===== src/aic_pctl_params.svh =====
// ----------------------------------------------------------------------
// AI core partition controller parameters
// Bus widths, register map, synchronizer depth and reset delay
// ----------------------------------------------------------------------
`ifndef AIC_PCTL_PARAMS_SVH
`define AIC_PCTL_PARAMS_SVH

`define AIC_APB_ADDR_W   12
`define AIC_APB_DATA_W   32
`define AIC_RVEC_W       40
`define AIC_N_THROTTLE   3
`define AIC_N_FENCES     2
`define AIC_N_BIST       3
`define AIC_SYNC_STAGES  3
`define AIC_RST_DELAY    8

// Register offsets
`define AIC_CSR_CTRL      'h000
`define AIC_CSR_RVEC_LSB  'h004
`define AIC_CSR_RVEC_MSB  'h008
`define AIC_CSR_STATUS    'h00C
`define AIC_CSR_BIST       'h010

`endif


===== src/aic_csr_pkg.sv =====
// ----------------------------------------------------------------------
// Configuration bus types
// APB request/response bundles and the register fields seen by the
// partition sequencer
// ----------------------------------------------------------------------
`include "aic_pctl_params.svh"

package aic_csr_pkg;

  typedef logic [`AIC_APB_ADDR_W-1:0]   apb_addr_t;
  typedef logic [`AIC_APB_DATA_W-1:0]   apb_data_t;
  typedef logic [`AIC_APB_DATA_W/8-1:0] apb_strb_t;

  typedef struct packed {
    apb_addr_t paddr;
    apb_data_t pwdata;
    apb_strb_t pstrb;
    logic      pwrite;
    logic      psel;
    logic      penable;
  } apb_req_t;

  typedef struct packed {
    logic      pready;
    apb_data_t prdata;
    logic      pslverr;
  } apb_rsp_t;

  typedef logic [`AIC_RVEC_W-1:0] rvec_t;

  // Field order matches the CTRL register layout
  typedef struct packed {
    logic [`AIC_N_THROTTLE-1:0] throttle_en;
    logic                       part_enable;
  } csr_cfg_t;

endpackage


===== src/aic_pctl_pkg.sv =====
// ----------------------------------------------------------------------
// Partition controller types
// Sequencer state, synchronized input bundle and status bits
// ----------------------------------------------------------------------
`include "aic_pctl_params.svh"

package aic_pctl_pkg;

  typedef enum logic [2:0] {
    OFF,
    CLK_ON,
    RST_RELEASE,
    FENCE_OPEN,
    ACTIVE,
    FENCE_CLOSE,
    RST_ASSERT
  } pctl_state_e;

  typedef logic [`AIC_N_FENCES-1:0]   fence_t;
  typedef logic [`AIC_N_THROTTLE-1:0] throttle_t;
  typedef logic [`AIC_N_BIST-1:0]     bist_t;

  typedef struct packed {
    throttle_t throttle;
    bist_t     bist;
    fence_t    idle_ack;
    fence_t    idle_val;
  } sync_status_t;

  // Bit 0 is clken, bit 3 is throttle
  typedef struct packed {
    logic throttle;
    logic fence_open;
    logic rst_n;
    logic clken;
  } pctl_status_t;

endpackage


===== src/aic_csr_apb.sv =====
// ----------------------------------------------------------------------
// Partition configuration registers
// Zero wait state APB4 slave with byte strobes and error response
// ----------------------------------------------------------------------
`timescale 1ns/1ns
`include "aic_pctl_params.svh"

module aic_csr_apb (
  input  wire                        i_ref_clk,
  input  wire                        i_arst_n,
  input  aic_csr_pkg::apb_req_t      i_apb_req,
  input  aic_pctl_pkg::pctl_status_t i_status,
  input  aic_pctl_pkg::bist_t        i_bist,
  output aic_csr_pkg::apb_rsp_t      o_apb_rsp,
  output aic_csr_pkg::csr_cfg_t      o_cfg,
  output aic_csr_pkg::rvec_t         o_reset_vector
);

  localparam int unsigned CFG_W = $bits(aic_csr_pkg::csr_cfg_t);
  localparam int unsigned MSB_W = `AIC_RVEC_W - `AIC_APB_DATA_W;

  aic_csr_pkg::csr_cfg_t  ctrl_q;
  aic_csr_pkg::apb_data_t rvec_lsb_q;
  logic [MSB_W-1:0]       rvec_msb_q;

  logic access;
  logic hit_ctrl;
  logic hit_lsb;
  logic hit_msb;
  logic hit_status;
  logic hit_bist;
  logic hit_rw;
  logic hit_ro;
  logic wr_en;
  logic slv_err;

  aic_csr_pkg::apb_data_t ctrl_wdata;
  aic_csr_pkg::apb_data_t lsb_wdata;
  aic_csr_pkg::apb_data_t msb_wdata;
  aic_csr_pkg::apb_data_t rdata;

  // Byte lanes with strobe set take the new data
  function automatic aic_csr_pkg::apb_data_t strb_merge(
    input aic_csr_pkg::apb_data_t old_val,
    input aic_csr_pkg::apb_data_t new_val,
    input aic_csr_pkg::apb_strb_t strb
  );
    aic_csr_pkg::apb_data_t merged;
    merged = old_val;
    for (int b = 0; b < `AIC_APB_DATA_W / 8; b++) begin
      if (strb[b]) begin
        merged[8*b +: 8] = new_val[8*b +: 8];
      end
    end
    return merged;
  endfunction

  // --------------------------------------------------------------------
  // Address decode
  // --------------------------------------------------------------------
  assign access     = i_apb_req.psel & i_apb_req.penable;
  assign hit_ctrl   = (i_apb_req.paddr == `AIC_CSR_CTRL);
  assign hit_lsb    = (i_apb_req.paddr == `AIC_CSR_RVEC_LSB);
  assign hit_msb    = (i_apb_req.paddr == `AIC_CSR_RVEC_MSB);
  assign hit_status = (i_apb_req.paddr == `AIC_CSR_STATUS);
  assign hit_bist   = (i_apb_req.paddr == `AIC_CSR_BIST);
  assign hit_rw     = hit_ctrl | hit_lsb | hit_msb;
  assign hit_ro     = hit_status | hit_bist;

  assign wr_en   = access & i_apb_req.pwrite & hit_rw;
  // Unmapped offset, or write to a read-only register
  assign slv_err = access & (~(hit_rw | hit_ro) | (i_apb_req.pwrite & hit_ro));

  assign ctrl_wdata = strb_merge(aic_csr_pkg::apb_data_t'(ctrl_q), i_apb_req.pwdata,
                                 i_apb_req.pstrb);
  assign lsb_wdata  = strb_merge(rvec_lsb_q, i_apb_req.pwdata, i_apb_req.pstrb);
  assign msb_wdata  = strb_merge(aic_csr_pkg::apb_data_t'(rvec_msb_q), i_apb_req.pwdata,
                                 i_apb_req.pstrb);

  // --------------------------------------------------------------------
  // Registers
  // --------------------------------------------------------------------
  always_ff @(posedge i_ref_clk or negedge i_arst_n) begin
    if (!i_arst_n) begin
      ctrl_q     <= '0;
      rvec_lsb_q <= '0;
      rvec_msb_q <= '0;
    end else if (wr_en) begin
      if (hit_ctrl) begin
        ctrl_q <= aic_csr_pkg::csr_cfg_t'(ctrl_wdata[CFG_W-1:0]);
      end
      if (hit_lsb) begin
        rvec_lsb_q <= lsb_wdata;
      end
      if (hit_msb) begin
        rvec_msb_q <= msb_wdata[MSB_W-1:0];
      end
    end
  end

  // Register readback including the live status and BIST bits
  always_comb begin
    rdata = '0;
    if (access && !i_apb_req.pwrite) begin
      case (i_apb_req.paddr)
        `AIC_CSR_CTRL:     rdata = aic_csr_pkg::apb_data_t'(ctrl_q);
        `AIC_CSR_RVEC_LSB: rdata = rvec_lsb_q;
        `AIC_CSR_RVEC_MSB: rdata = aic_csr_pkg::apb_data_t'(rvec_msb_q);
        `AIC_CSR_STATUS:   rdata = aic_csr_pkg::apb_data_t'(i_status);
        `AIC_CSR_BIST:     rdata = aic_csr_pkg::apb_data_t'(i_bist);
        default:           rdata = '0;
      endcase
    end
  end

  assign o_apb_rsp      = '{pready: 1'b1, prdata: rdata, pslverr: slv_err};
  assign o_cfg          = ctrl_q;
  assign o_reset_vector = {rvec_msb_q, rvec_lsb_q};

endmodule


===== src/aic_sync_bank.sv =====
// ----------------------------------------------------------------------
// Synchronizer bank
// One flip-flop chain per asynchronous input bit
// ----------------------------------------------------------------------
`timescale 1ns/1ns
`include "aic_pctl_params.svh"

module aic_sync_bank #(
  parameter int unsigned WIDTH  = `AIC_N_THROTTLE + `AIC_N_BIST + 2 * `AIC_N_FENCES,
  parameter int unsigned STAGES = `AIC_SYNC_STAGES
) (
  input  wire              i_ref_clk,
  input  wire              i_arst_n,
  input  logic [WIDTH-1:0] i_d,
  output logic [WIDTH-1:0] o_q
);

  // Stage 0 samples the raw inputs
  logic [STAGES-1:0][WIDTH-1:0] stage_q;

  always_ff @(posedge i_ref_clk or negedge i_arst_n) begin
    if (!i_arst_n) begin
      stage_q <= '0;
    end else begin
      stage_q[0] <= i_d;
      for (int s = 1; s < STAGES; s++) begin
        stage_q[s] <= stage_q[s-1];
      end
    end
  end

  assign o_q = stage_q[STAGES-1];

endmodule


===== src/aic_pctl_ctrl.sv =====
// ----------------------------------------------------------------------
// Partition power sequencer
// Clock enable, reset release and NoC fence handshake on power-up,
// the reverse on power-down, plus the throttle combiner
// ----------------------------------------------------------------------
`timescale 1ns/1ns
`include "aic_pctl_params.svh"

module aic_pctl_ctrl (
  input  wire                        i_ref_clk,
  input  wire                        i_arst_n,
  input  aic_csr_pkg::csr_cfg_t      i_cfg,
  input  aic_pctl_pkg::sync_status_t i_sync,
  output aic_pctl_pkg::fence_t       o_idle_req,
  output logic                       o_partition_clken,
  output logic                       o_partition_rst_n,
  output logic                       o_throttle,
  output aic_pctl_pkg::pctl_status_t o_status
);

  localparam int unsigned CNT_W = $clog2(`AIC_RST_DELAY + 1);

  aic_pctl_pkg::pctl_state_e state_q;
  logic [CNT_W-1:0]          cnt_q;
  logic                      clken_q;
  logic                      rst_n_q;
  logic                      fence_open_q;
  aic_pctl_pkg::fence_t      idle_req_q;
  logic                      throttle_q;

  logic acks_low;
  logic fences_closed;

  assign acks_low      = ~|i_sync.idle_ack;
  assign fences_closed = (&i_sync.idle_ack) & (&i_sync.idle_val);

  // --------------------------------------------------------------------
  // Sequencer
  // --------------------------------------------------------------------
  always_ff @(posedge i_ref_clk or negedge i_arst_n) begin
    if (!i_arst_n) begin
      state_q      <= aic_pctl_pkg::OFF;
      cnt_q        <= '0;
      clken_q      <= 1'b0;
      rst_n_q      <= 1'b0;
      fence_open_q <= 1'b0;
      // Fences start isolated
      idle_req_q   <= '1;
    end else begin
      case (state_q)
        aic_pctl_pkg::OFF: begin
          if (i_cfg.part_enable) begin
            clken_q <= 1'b1;
            cnt_q   <= '0;
            state_q <= aic_pctl_pkg::CLK_ON;
          end
        end
        // Let the clock run for the reset delay before release
        aic_pctl_pkg::CLK_ON: begin
          if (cnt_q == CNT_W'(`AIC_RST_DELAY - 1)) begin
            rst_n_q <= 1'b1;
            state_q <= aic_pctl_pkg::RST_RELEASE;
          end else begin
            cnt_q <= cnt_q + 1'b1;
          end
        end
        aic_pctl_pkg::RST_RELEASE: begin
          idle_req_q <= '0;
          state_q    <= aic_pctl_pkg::FENCE_OPEN;
        end
        // NoC drops ack once the fence is open again
        aic_pctl_pkg::FENCE_OPEN: begin
          if (acks_low) begin
            fence_open_q <= 1'b1;
            state_q      <= aic_pctl_pkg::ACTIVE;
          end
        end
        aic_pctl_pkg::ACTIVE: begin
          if (!i_cfg.part_enable) begin
            idle_req_q   <= '1;
            fence_open_q <= 1'b0;
            state_q      <= aic_pctl_pkg::FENCE_CLOSE;
          end
        end
        // Hold reset off until every fence reports isolated
        aic_pctl_pkg::FENCE_CLOSE: begin
          if (fences_closed) begin
            rst_n_q <= 1'b0;
            state_q <= aic_pctl_pkg::RST_ASSERT;
          end
        end
        aic_pctl_pkg::RST_ASSERT: begin
          clken_q <= 1'b0;
          state_q <= aic_pctl_pkg::OFF;
        end
        default: begin
          state_q <= aic_pctl_pkg::OFF;
        end
      endcase
    end
  end

  // --------------------------------------------------------------------
  // Throttle combiner
  // --------------------------------------------------------------------
  always_ff @(posedge i_ref_clk or negedge i_arst_n) begin
    if (!i_arst_n) begin
      throttle_q <= 1'b0;
    end else begin
      throttle_q <= |(i_sync.throttle & i_cfg.throttle_en);
    end
  end

  assign o_idle_req        = idle_req_q;
  assign o_partition_clken = clken_q;
  assign o_partition_rst_n = rst_n_q;
  assign o_throttle        = throttle_q;
  assign o_status          = '{throttle:   throttle_q,
                               fence_open: fence_open_q,
                               rst_n:      rst_n_q,
                               clken:      clken_q};

endmodule


===== src/aic_pctl_top.sv =====
// ----------------------------------------------------------------------
// AI core partition controller
// APB configuration, input synchronizers and power sequencer
// ----------------------------------------------------------------------
`timescale 1ns/1ns
`include "aic_pctl_params.svh"

module aic_pctl_top (
  input  wire                    i_ref_clk,
  input  wire                    i_arst_n,
  // APB
  input  aic_csr_pkg::apb_addr_t i_cfg_apb4_s_paddr,
  input  aic_csr_pkg::apb_data_t i_cfg_apb4_s_pwdata,
  input  aic_csr_pkg::apb_strb_t i_cfg_apb4_s_pstrb,
  input  logic                   i_cfg_apb4_s_pwrite,
  input  logic                   i_cfg_apb4_s_psel,
  input  logic                   i_cfg_apb4_s_penable,
  output logic                   o_cfg_apb4_s_pready,
  output aic_csr_pkg::apb_data_t o_cfg_apb4_s_prdata,
  output logic                   o_cfg_apb4_s_pslverr,
  // Asynchronous status inputs
  input  logic                   i_thermal_throttle_async,
  input  logic                   i_clock_throttle_async,
  input  logic                   i_mvm_throttle_async,
  input  logic                   i_imc_bist_busy_async,
  input  logic                   i_imc_bist_done_async,
  input  logic                   i_imc_bist_pass_async,
  // NoC fences
  output logic                   o_noc_async_idle_req,
  input  logic                   i_noc_async_idle_ack,
  input  logic                   i_noc_async_idle_val,
  output logic                   o_noc_ocpl_tok_async_idle_req,
  input  logic                   i_noc_ocpl_tok_async_idle_ack,
  input  logic                   i_noc_ocpl_tok_async_idle_val,
  // Partition control
  output logic                   o_partition_clken,
  output logic                   o_partition_rst_n,
  output logic                   o_throttle,
  output aic_csr_pkg::rvec_t     o_reset_vector
);

  aic_csr_pkg::apb_req_t      apb_req;
  aic_csr_pkg::apb_rsp_t      apb_rsp;
  aic_csr_pkg::csr_cfg_t      cfg;
  aic_pctl_pkg::pctl_status_t status;
  aic_pctl_pkg::sync_status_t sync_in;
  aic_pctl_pkg::sync_status_t sync_out;
  aic_pctl_pkg::fence_t       idle_req;

  assign apb_req = '{paddr:   i_cfg_apb4_s_paddr,
                     pwdata:  i_cfg_apb4_s_pwdata,
                     pstrb:   i_cfg_apb4_s_pstrb,
                     pwrite:  i_cfg_apb4_s_pwrite,
                     psel:    i_cfg_apb4_s_psel,
                     penable: i_cfg_apb4_s_penable};

  assign o_cfg_apb4_s_pready  = apb_rsp.pready;
  assign o_cfg_apb4_s_prdata  = apb_rsp.prdata;
  assign o_cfg_apb4_s_pslverr = apb_rsp.pslverr;

  // Fence 0 is the main NoC, fence 1 the token NoC
  assign sync_in = '{
    throttle: {i_mvm_throttle_async, i_clock_throttle_async, i_thermal_throttle_async},
    bist:     {i_imc_bist_pass_async, i_imc_bist_done_async, i_imc_bist_busy_async},
    idle_ack: {i_noc_ocpl_tok_async_idle_ack, i_noc_async_idle_ack},
    idle_val: {i_noc_ocpl_tok_async_idle_val, i_noc_async_idle_val}
  };

  assign o_noc_async_idle_req          = idle_req[0];
  assign o_noc_ocpl_tok_async_idle_req = idle_req[1];

  aic_csr_apb u_csr (
    .i_ref_clk     (i_ref_clk),
    .i_arst_n      (i_arst_n),
    .i_apb_req     (apb_req),
    .i_status      (status),
    .i_bist        (sync_out.bist),
    .o_apb_rsp     (apb_rsp),
    .o_cfg         (cfg),
    .o_reset_vector(o_reset_vector)
  );

  aic_sync_bank #(
    .WIDTH ($bits(aic_pctl_pkg::sync_status_t)),
    .STAGES(`AIC_SYNC_STAGES)
  ) u_sync (
    .i_ref_clk(i_ref_clk),
    .i_arst_n (i_arst_n),
    .i_d      (sync_in),
    .o_q      (sync_out)
  );

  aic_pctl_ctrl u_ctrl (
    .i_ref_clk        (i_ref_clk),
    .i_arst_n         (i_arst_n),
    .i_cfg            (cfg),
    .i_sync           (sync_out),
    .o_idle_req       (idle_req),
    .o_partition_clken(o_partition_clken),
    .o_partition_rst_n(o_partition_rst_n),
    .o_throttle       (o_throttle),
    .o_status         (status)
  );

endmodule


===== config.mk =====
export PLATFORM = sky130hd
export DESIGN_NAME = aic_pctl_top
export DESIGN_NICKNAME = d
export VERILOG_FILES = /design/src/aic_csr_pkg.sv /design/src/aic_pctl_pkg.sv /design/src/aic_csr_apb.sv /design/src/aic_sync_bank.sv /design/src/aic_pctl_ctrl.sv /design/src/aic_pctl_top.sv
export VERILOG_INCLUDE_DIRS = /design/src /design/src/src
export SDC_FILE = /design/constraint.sdc
export NUM_CORES = 1
export LEC_CHECK = 0
export ABC_AREA = 1
export BUFFER_PORTS_ARGS = -buffer_cell sky130_fd_sc_hd__buf_2
export CORE_ASPECT_RATIO = 1.1
export CORE_MARGIN = 8
export CORE_UTILIZATION = 40
export CTS_CLUSTER_DIAMETER = 80
export DETAILED_ROUTE_END_ITERATION = 10
export GPL_ROUTABILITY_DRIVEN = 1
export PLACE_DENSITY_LB_ADDON = 0.25
export SLEW_MARGIN = 0
export SYNTH_ARGS = -nofsm -noshare
export SYNTH_HDL_FRONTEND = slang
export SYNTH_SLANG_ARGS = --single-unit

===== constraint.sdc =====
create_clock -name i_ref_clk -period 1.2 [get_ports i_ref_clk]
set_input_delay 0.06 -clock i_ref_clk [delete_from_list [all_inputs] [get_ports i_ref_clk]]
set_output_delay 0.06 -clock i_ref_clk [all_outputs]
set_load 0.01 [all_outputs]

Word-level counts from Yosys, hierarchy flattened
Cells that the tools add are included.
{"block": "totals", "inputBits": 63, "elab_cells": 94, "register_bits": 87, "out_inout_bits": 79}
{"block": "classes", "n_addsub": 1, "eq_ne": 17, "n_mux": 21, "bitwise_logic": 13, "reduce_logical": 25}
{"cell": "$pmux 32 s5", "n": 1}
{"cell": "$mux 32", "n": 1}
{"cell": "$reduce_and 3->1", "n": 9}
{"cell": "$eq 12x4->1 const B", "n": 2}
{"cell": "$pmux 3 s6", "n": 1}
{"cell": "$mux 3", "n": 5}
{"cell": "$eq 12x3->1 const B", "n": 1}
{"cell": "$eq 12x5->1 const B", "n": 1}
{"cell": "$logic_not 12->1", "n": 1}
{"cell": "$reduce_bool 2->1", "n": 5}
{"cell": "$eq 3x3->1 const B", "n": 3}
{"cell": "$mux 4", "n": 2}
{"cell": "$ne 2x2->1 const B", "n": 4}
{"cell": "$pmux 4 s2", "n": 1}
{"cell": "$reduce_and 2->1", "n": 4}
{"cell": "$and 1x1->1", "n": 6}
{"cell": "$eq 3x2->1 const B", "n": 2}
{"cell": "$pmux 1 s2", "n": 3}
{"cell": "$mux 1", "n": 5}
{"cell": "$or 1x1->1", "n": 5}
{"cell": "$reduce_and 5->1", "n": 1}
{"cell": "$add 4x1->4 const B", "n": 1}
{"cell": "$eq 4x3->1 const B", "n": 1}
{"cell": "$ne 2x1->1 const B", "n": 2}
{"cell": "other kinds (10)", "n": 10}

Longest topological paths before layout
{"block": "logic_depth", "ltp_word": 7, "mapped_depth": 10, "depth_no_buf": 9}

Hierarchy
From an unflattened synthesis, not the netlist that was laid out.
{"block": "unflattened", "cells_unflattened": 468, "area_unflattened_um2": 4155.2}
{"module": "aic_csr_apb", "instances": 1, "seq_area_each_um2": 1101.1, "area_per_inst_um2": 2630.0, "cells_each": 344}
{"module": "aic_sync_bank", "instances": 1, "seq_area_each_um2": 750.7, "area_per_inst_um2": 825.8, "cells_each": 40}
{"module": "aic_pctl_ctrl", "instances": 1, "seq_area_each_um2": 301.5, "area_per_inst_um2": 699.4, "cells_each": 84}

Least setup slack after synthesis
OpenSTA, ideal clock, no wires.
{"block": "synth_path", "kind": "reg-to-reg", "startpoint": "register u_ctrl.state_q[0]", "endpoint": "register u_ctrl.state_q[0]", "setup_ps": 127, "t_arrival_ps": 1133, "n_path_buf": 1, "setup_slack_ps": -60, "synth_period_minus_slack_ps": 1260, "required_time_ps": 1073, "stages_incl_launch_ff": 10, "path_cell_list": "dfrtp_1 -> buf_2 -> nand2_1 -> nor2_1 -> o21ai_1 -> o21ai_0 -> inv_1 -> nand2_1 -> nand2_1 -> o21ai_0"}
{"block": "synth_via", "elab_chain_cells": 3, "word_cells_on_any_way": 13, "cone_classes": "10 x eq/ne; 1 x mux; 2 x reduce/logical"}
{"item": "from (decl)", "line": "aic_pctl_ctrl.sv:23", "text": "aic_pctl_pkg::pctl_state_e state_q;"}
{"item": "from (signal assigned)", "line": "aic_pctl_ctrl.sv:42", "text": "state_q <= aic_pctl_pkg::OFF;"}
{"item": "from (signal assigned)", "line": "aic_pctl_ctrl.sv:55", "text": "state_q <= aic_pctl_pkg::CLK_ON;"}
{"item": "from (signal assigned)", "line": "aic_pctl_ctrl.sv:62", "text": "state_q <= aic_pctl_pkg::RST_RELEASE;"}
{"item": "$eq 3x3->1, or another cell as far along", "line": "aic_pctl_ctrl.sv:50", "text": "case (state_q)"}
{"item": "$ne 2x1->1 (no line) / $ne 2x2->1 (equally long branches)"}
{"item": "$reduce_and 5->1 (no line)"}
Several ways; a longest one is shown, not always the timed one.
A chain may end at the register's enable or synchronous reset.

Worst setup path after layout
{"block": "layout_path", "startpoint": "register u_csr.rvec_lsb_q[3]", "endpoint": "output port o_cfg_apb4_s_prdata[3]"}
{"block": "layout_via", "elab_chain_cells": 2}
{"item": "from (decl)", "line": "aic_csr_apb.sv:23", "text": "aic_csr_pkg::apb_data_t rvec_lsb_q;"}
{"item": "from (signal assigned)", "line": "aic_csr_apb.sv:93", "text": "rvec_lsb_q <= lsb_wdata;"}
{"item": "$pmux 32 s5", "line": "aic_csr_apb.sv:105", "text": "case (i_apb_req.paddr)"}
{"item": "$mux 32", "line": "aic_csr_apb.sv:104", "text": "if (access && !i_apb_req.pwrite) begin"}
{"item": "to (decl)", "line": "aic_pctl_top.sv:19", "text": "output aic_csr_pkg::apb_data_t o_cfg_apb4_s_prdata,"}
No other way between the ends.

==> results_dict.tcl <==
set metrics [dict create \
    wl_mm 11.9 \
    combPwrFrac_pct 23.0 \
    cpPeakStageDelay_ns 0.41 \
    dieArea_um2 13300 \
    p_leak_uw 0.00323 \
    p_sw_uw 2010 \
    via_per_inst 4.72 \
    maxCapViolations 0 \
    numPortBuffers 140 \
    ys_warn_count 0 \
    cpMostUsedCell "nand3_2" \
    tns_ns -1.37 \
    grt_overflow 0 \
    p_seq_share_pct 48.0 \
    numCtsBuffers 9 \
    clock-sinks 86 \
    ioPinCount 142 \
    peakVddDrop_uv 632 \
    rows 38 \
    path_delay_family "flip-flops" \
    swShare_pct 29.2 \
    multi_input_comb_area_um2 1800 \
    area_delta_synth_final_pct 54.2 \
    antenna_left 0 \
    final_common_cell "buf_2" \
    synth.avg_cell_area_um2 8.92 \
    vias 3764 \
    mostFrequentLayoutCells "buf_2 (134), nand2_1 (112), dfrtp_1 (82)" \
    dp_worst_setup_slack_ns -0.299 \
    start_util_pct 40.5 \
    place.gp.congestion 0.840 \
    cp.arrival_ns 1.26 \
    clock_latency_ns 0.35 \
    ys_ff_latch 86 \
    crit_chain "nand3_2, nand3_2, nor2_4, nor2_2, buf_2" \
    synth_ff_type "dfrtp_1" \
    hold_class "in2reg" \
    drt_first_pass_iters 5 \
    outcome "finished, violations left" \
    period_share_pct 110 \
    powerDensity_nw_per_um2 1130 \
    worst-path-buf-inv 1 \
    rsz0062_at_grt "yes" \
    ys_seq_area_share_pct 54.5 \
    syn_inst 443 \
    hold_viol 0 \
    antenna_found_initial 1 \
    grt_pass1_wl_mm 18.7 \
    fmax_ghz 0.755 \
    relSlewSlack_pct 66.7 \
    ys_async_sr_fraction_pct 100 \
    slowest_stage "dfrtp_1" \
    grtUsageTotal_pct 17.1 \
    core_area_um2 9750 \
    fin_ws_ns -0.124 \
    drt_iter0_drc 147 \
    finClkSkew_ns 0.00484 \
    clk_pin_slew_ns 0.09 \
    drive_gt1_share_pct 45.2 \
    totalPowerFinal_uw 6890 \
    fin_nets 737 \
    syn_area_um2 3950 \
    h-tree-depth 3 \
    violations "negative setup slack" \
    endpoint_kind "output port" \
    fillers 810 \
    die_w_um 111 \
    drt-wirelength-per-cell_um 14.9 \
    cts_tree "built" \
    setup_viol 21 \
    ff_latch_area_um2 2160 \
    fin_crit_ns 1.32 \
    syn-num-nets 507 \
    drv_slew 0 \
    clkPwrFrac_pct 29.0 \
    synth-edff-count 0 \
    cp_max_fo 2 \
    root_buffer "clkbuf_8" \
    tightestPinTransition_ns 0.498 \
    crit_path_start_kind "flip-flop" \
    grt_max_degree 37 \
    p_int_uw 4880 \
    die_h_um 120 \
    drcViolationCount 0 \
    worstPathRequired_ns 1.14 \
    critical_path_class "reg2out" \
    place_hpwl_mm 7.84 \
    grt_pass1_vias 3883 \
    clockBufferDepth 2 \
    final_util_pct 62.5 \
    synth.distinct_cells 35 \
]
==> stage by stage <==
step | cell area (um^2) | hold slack (ns) | cells
2_1_floorplan | 3970 | -0.236 | 443
3_3_place_gp | 4950 | -0.00613 | 714
3_5_place_dp | 4950 | -0.00502 | 714
4_1_cts | 5890 | 0.110 | 789
5_1_grt | 6090 | 0.150 | 798
6_report | 6090 | 0.133 | 798
==> worst paths after layout <==
| path | endpoint | depth (start not counted) | from | slack, ns |
|---|---|---|---|---|
| worst min register to register | u_sync.o_q[1] | 0 | u_sync.stage_q[11] | 0.35 |
| worst min-delay path | u_csr.rvec_lsb_q[7] | 5 | i_cfg_apb4_s_pstrb[0] | 0.13 |
| worst max register to register | u_ctrl.cnt_q[3] | 6 | u_ctrl.cnt_q[1] | -0.11 |
| max in group asynchronous | u_csr.rvec_lsb_q[9] | 3 | i_arst_n | 0.55 |
| min in group asynchronous | u_sync.stage_q[2] | 2 | i_arst_n | 0.14 |
| worst max-delay path | o_cfg_apb4_s_prdata[3] | 5 | u_csr.rvec_lsb_q[3] | -0.12 |
==> Yosys cell counts, types with 5 or more instances <==
cell type,n,area (um^2)
nand2_1,123,462
o21ai_2,24,210
nand3_1,23,115
inv_1,56,210
nor2_4,6,67.6
a21oi_1,6,30.0
nand2_2,8,50.1
o21ai_1,9,45.0
o21ai_0,10,50.1
dfrtp_1,85,2130
buf_6,5,56.3
nor2_1,48,180
==> tightest hold or removal path: stages <==
cell	delay [ns]
buf_2	0.14
nand3_2	0.10
nor2_4	0.06
nand2_1	0.06
nand2_1	0.04
==> flip-flops by register name (all words and copies together) (netlist names) <==
signal / cells
u_ctrl.state_q: 3
u_csr.rvec_msb_q: 8
u_ctrl.o_partition_clken: 1
u_csr.o_cfg: 4
u_ctrl.o_idle_req: 1
u_ctrl.o_partition_rst_n: 1
u_ctrl.cnt_q: 4
u_ctrl.o_throttle: 1
u_csr.rvec_lsb_q: 32
u_sync.stage_q: 20
u_sync.o_q: 10
u_ctrl.fence_open_q: 1
==> cell type report <==
type	instances	area share, %
diodes	1	0.0411
clock buffers	10	2.09
clock inverters	5	0.986
inverters	58	3.70
multi-input cells	290	29.6
flip-flops and latches	86	35.4
well taps	120	2.46
repair buffers	228	25.8
==> power by group through the flow <==
| stage | registers [uW] | clock network [uW] | logic (uW) |
|---|---|---|---|
| final | 3310 | 2000 | 1580 |
| after global routing | 3330 | 2150 | 1740 |
| after CTS | 3280 | 2050 | 1450 |
| after detailed placement | 3320 | 0 | 1150 |
| after global placement | 3310 | 0 | 1110 |
| after floorplan | 3280 | 0 | 646 |
==> repair_timing <==
action	4_1_cts	5_1_grt
pin swaps	24	14
setup endpoints to repair	39	56
hold endpoints to repair	135	0
setup buffers	17	5
resized for setup	55	29
gates cloned	0	3
hold buffers	43	0
==> per-layer routing <==
metal	track usage, %	vias up	wire, um	part of all wire (%)
li1	-	1844	-	-
met1	19.6	1753	4830	41
met2	28.5	141	5910	50
met3	4.85	26	781	6.6
met4	8.88	0	347	2.9
met5	0	-	0	0
==> cell families (layout without fill, tap and decap cells) <==
family,after synthesis,after routing,synth area share (%)
and+or+nand+nor,232,235,28.0
AOI/OAI and AO/OA,53,53,9.28
buffers and inverters,70,301,7.82
DFF,86,86,54.5
adders and majority gates,1,1,0.317
other,1,2,0.0949
No activity file was read; power rests on OpenSTA's default activity.
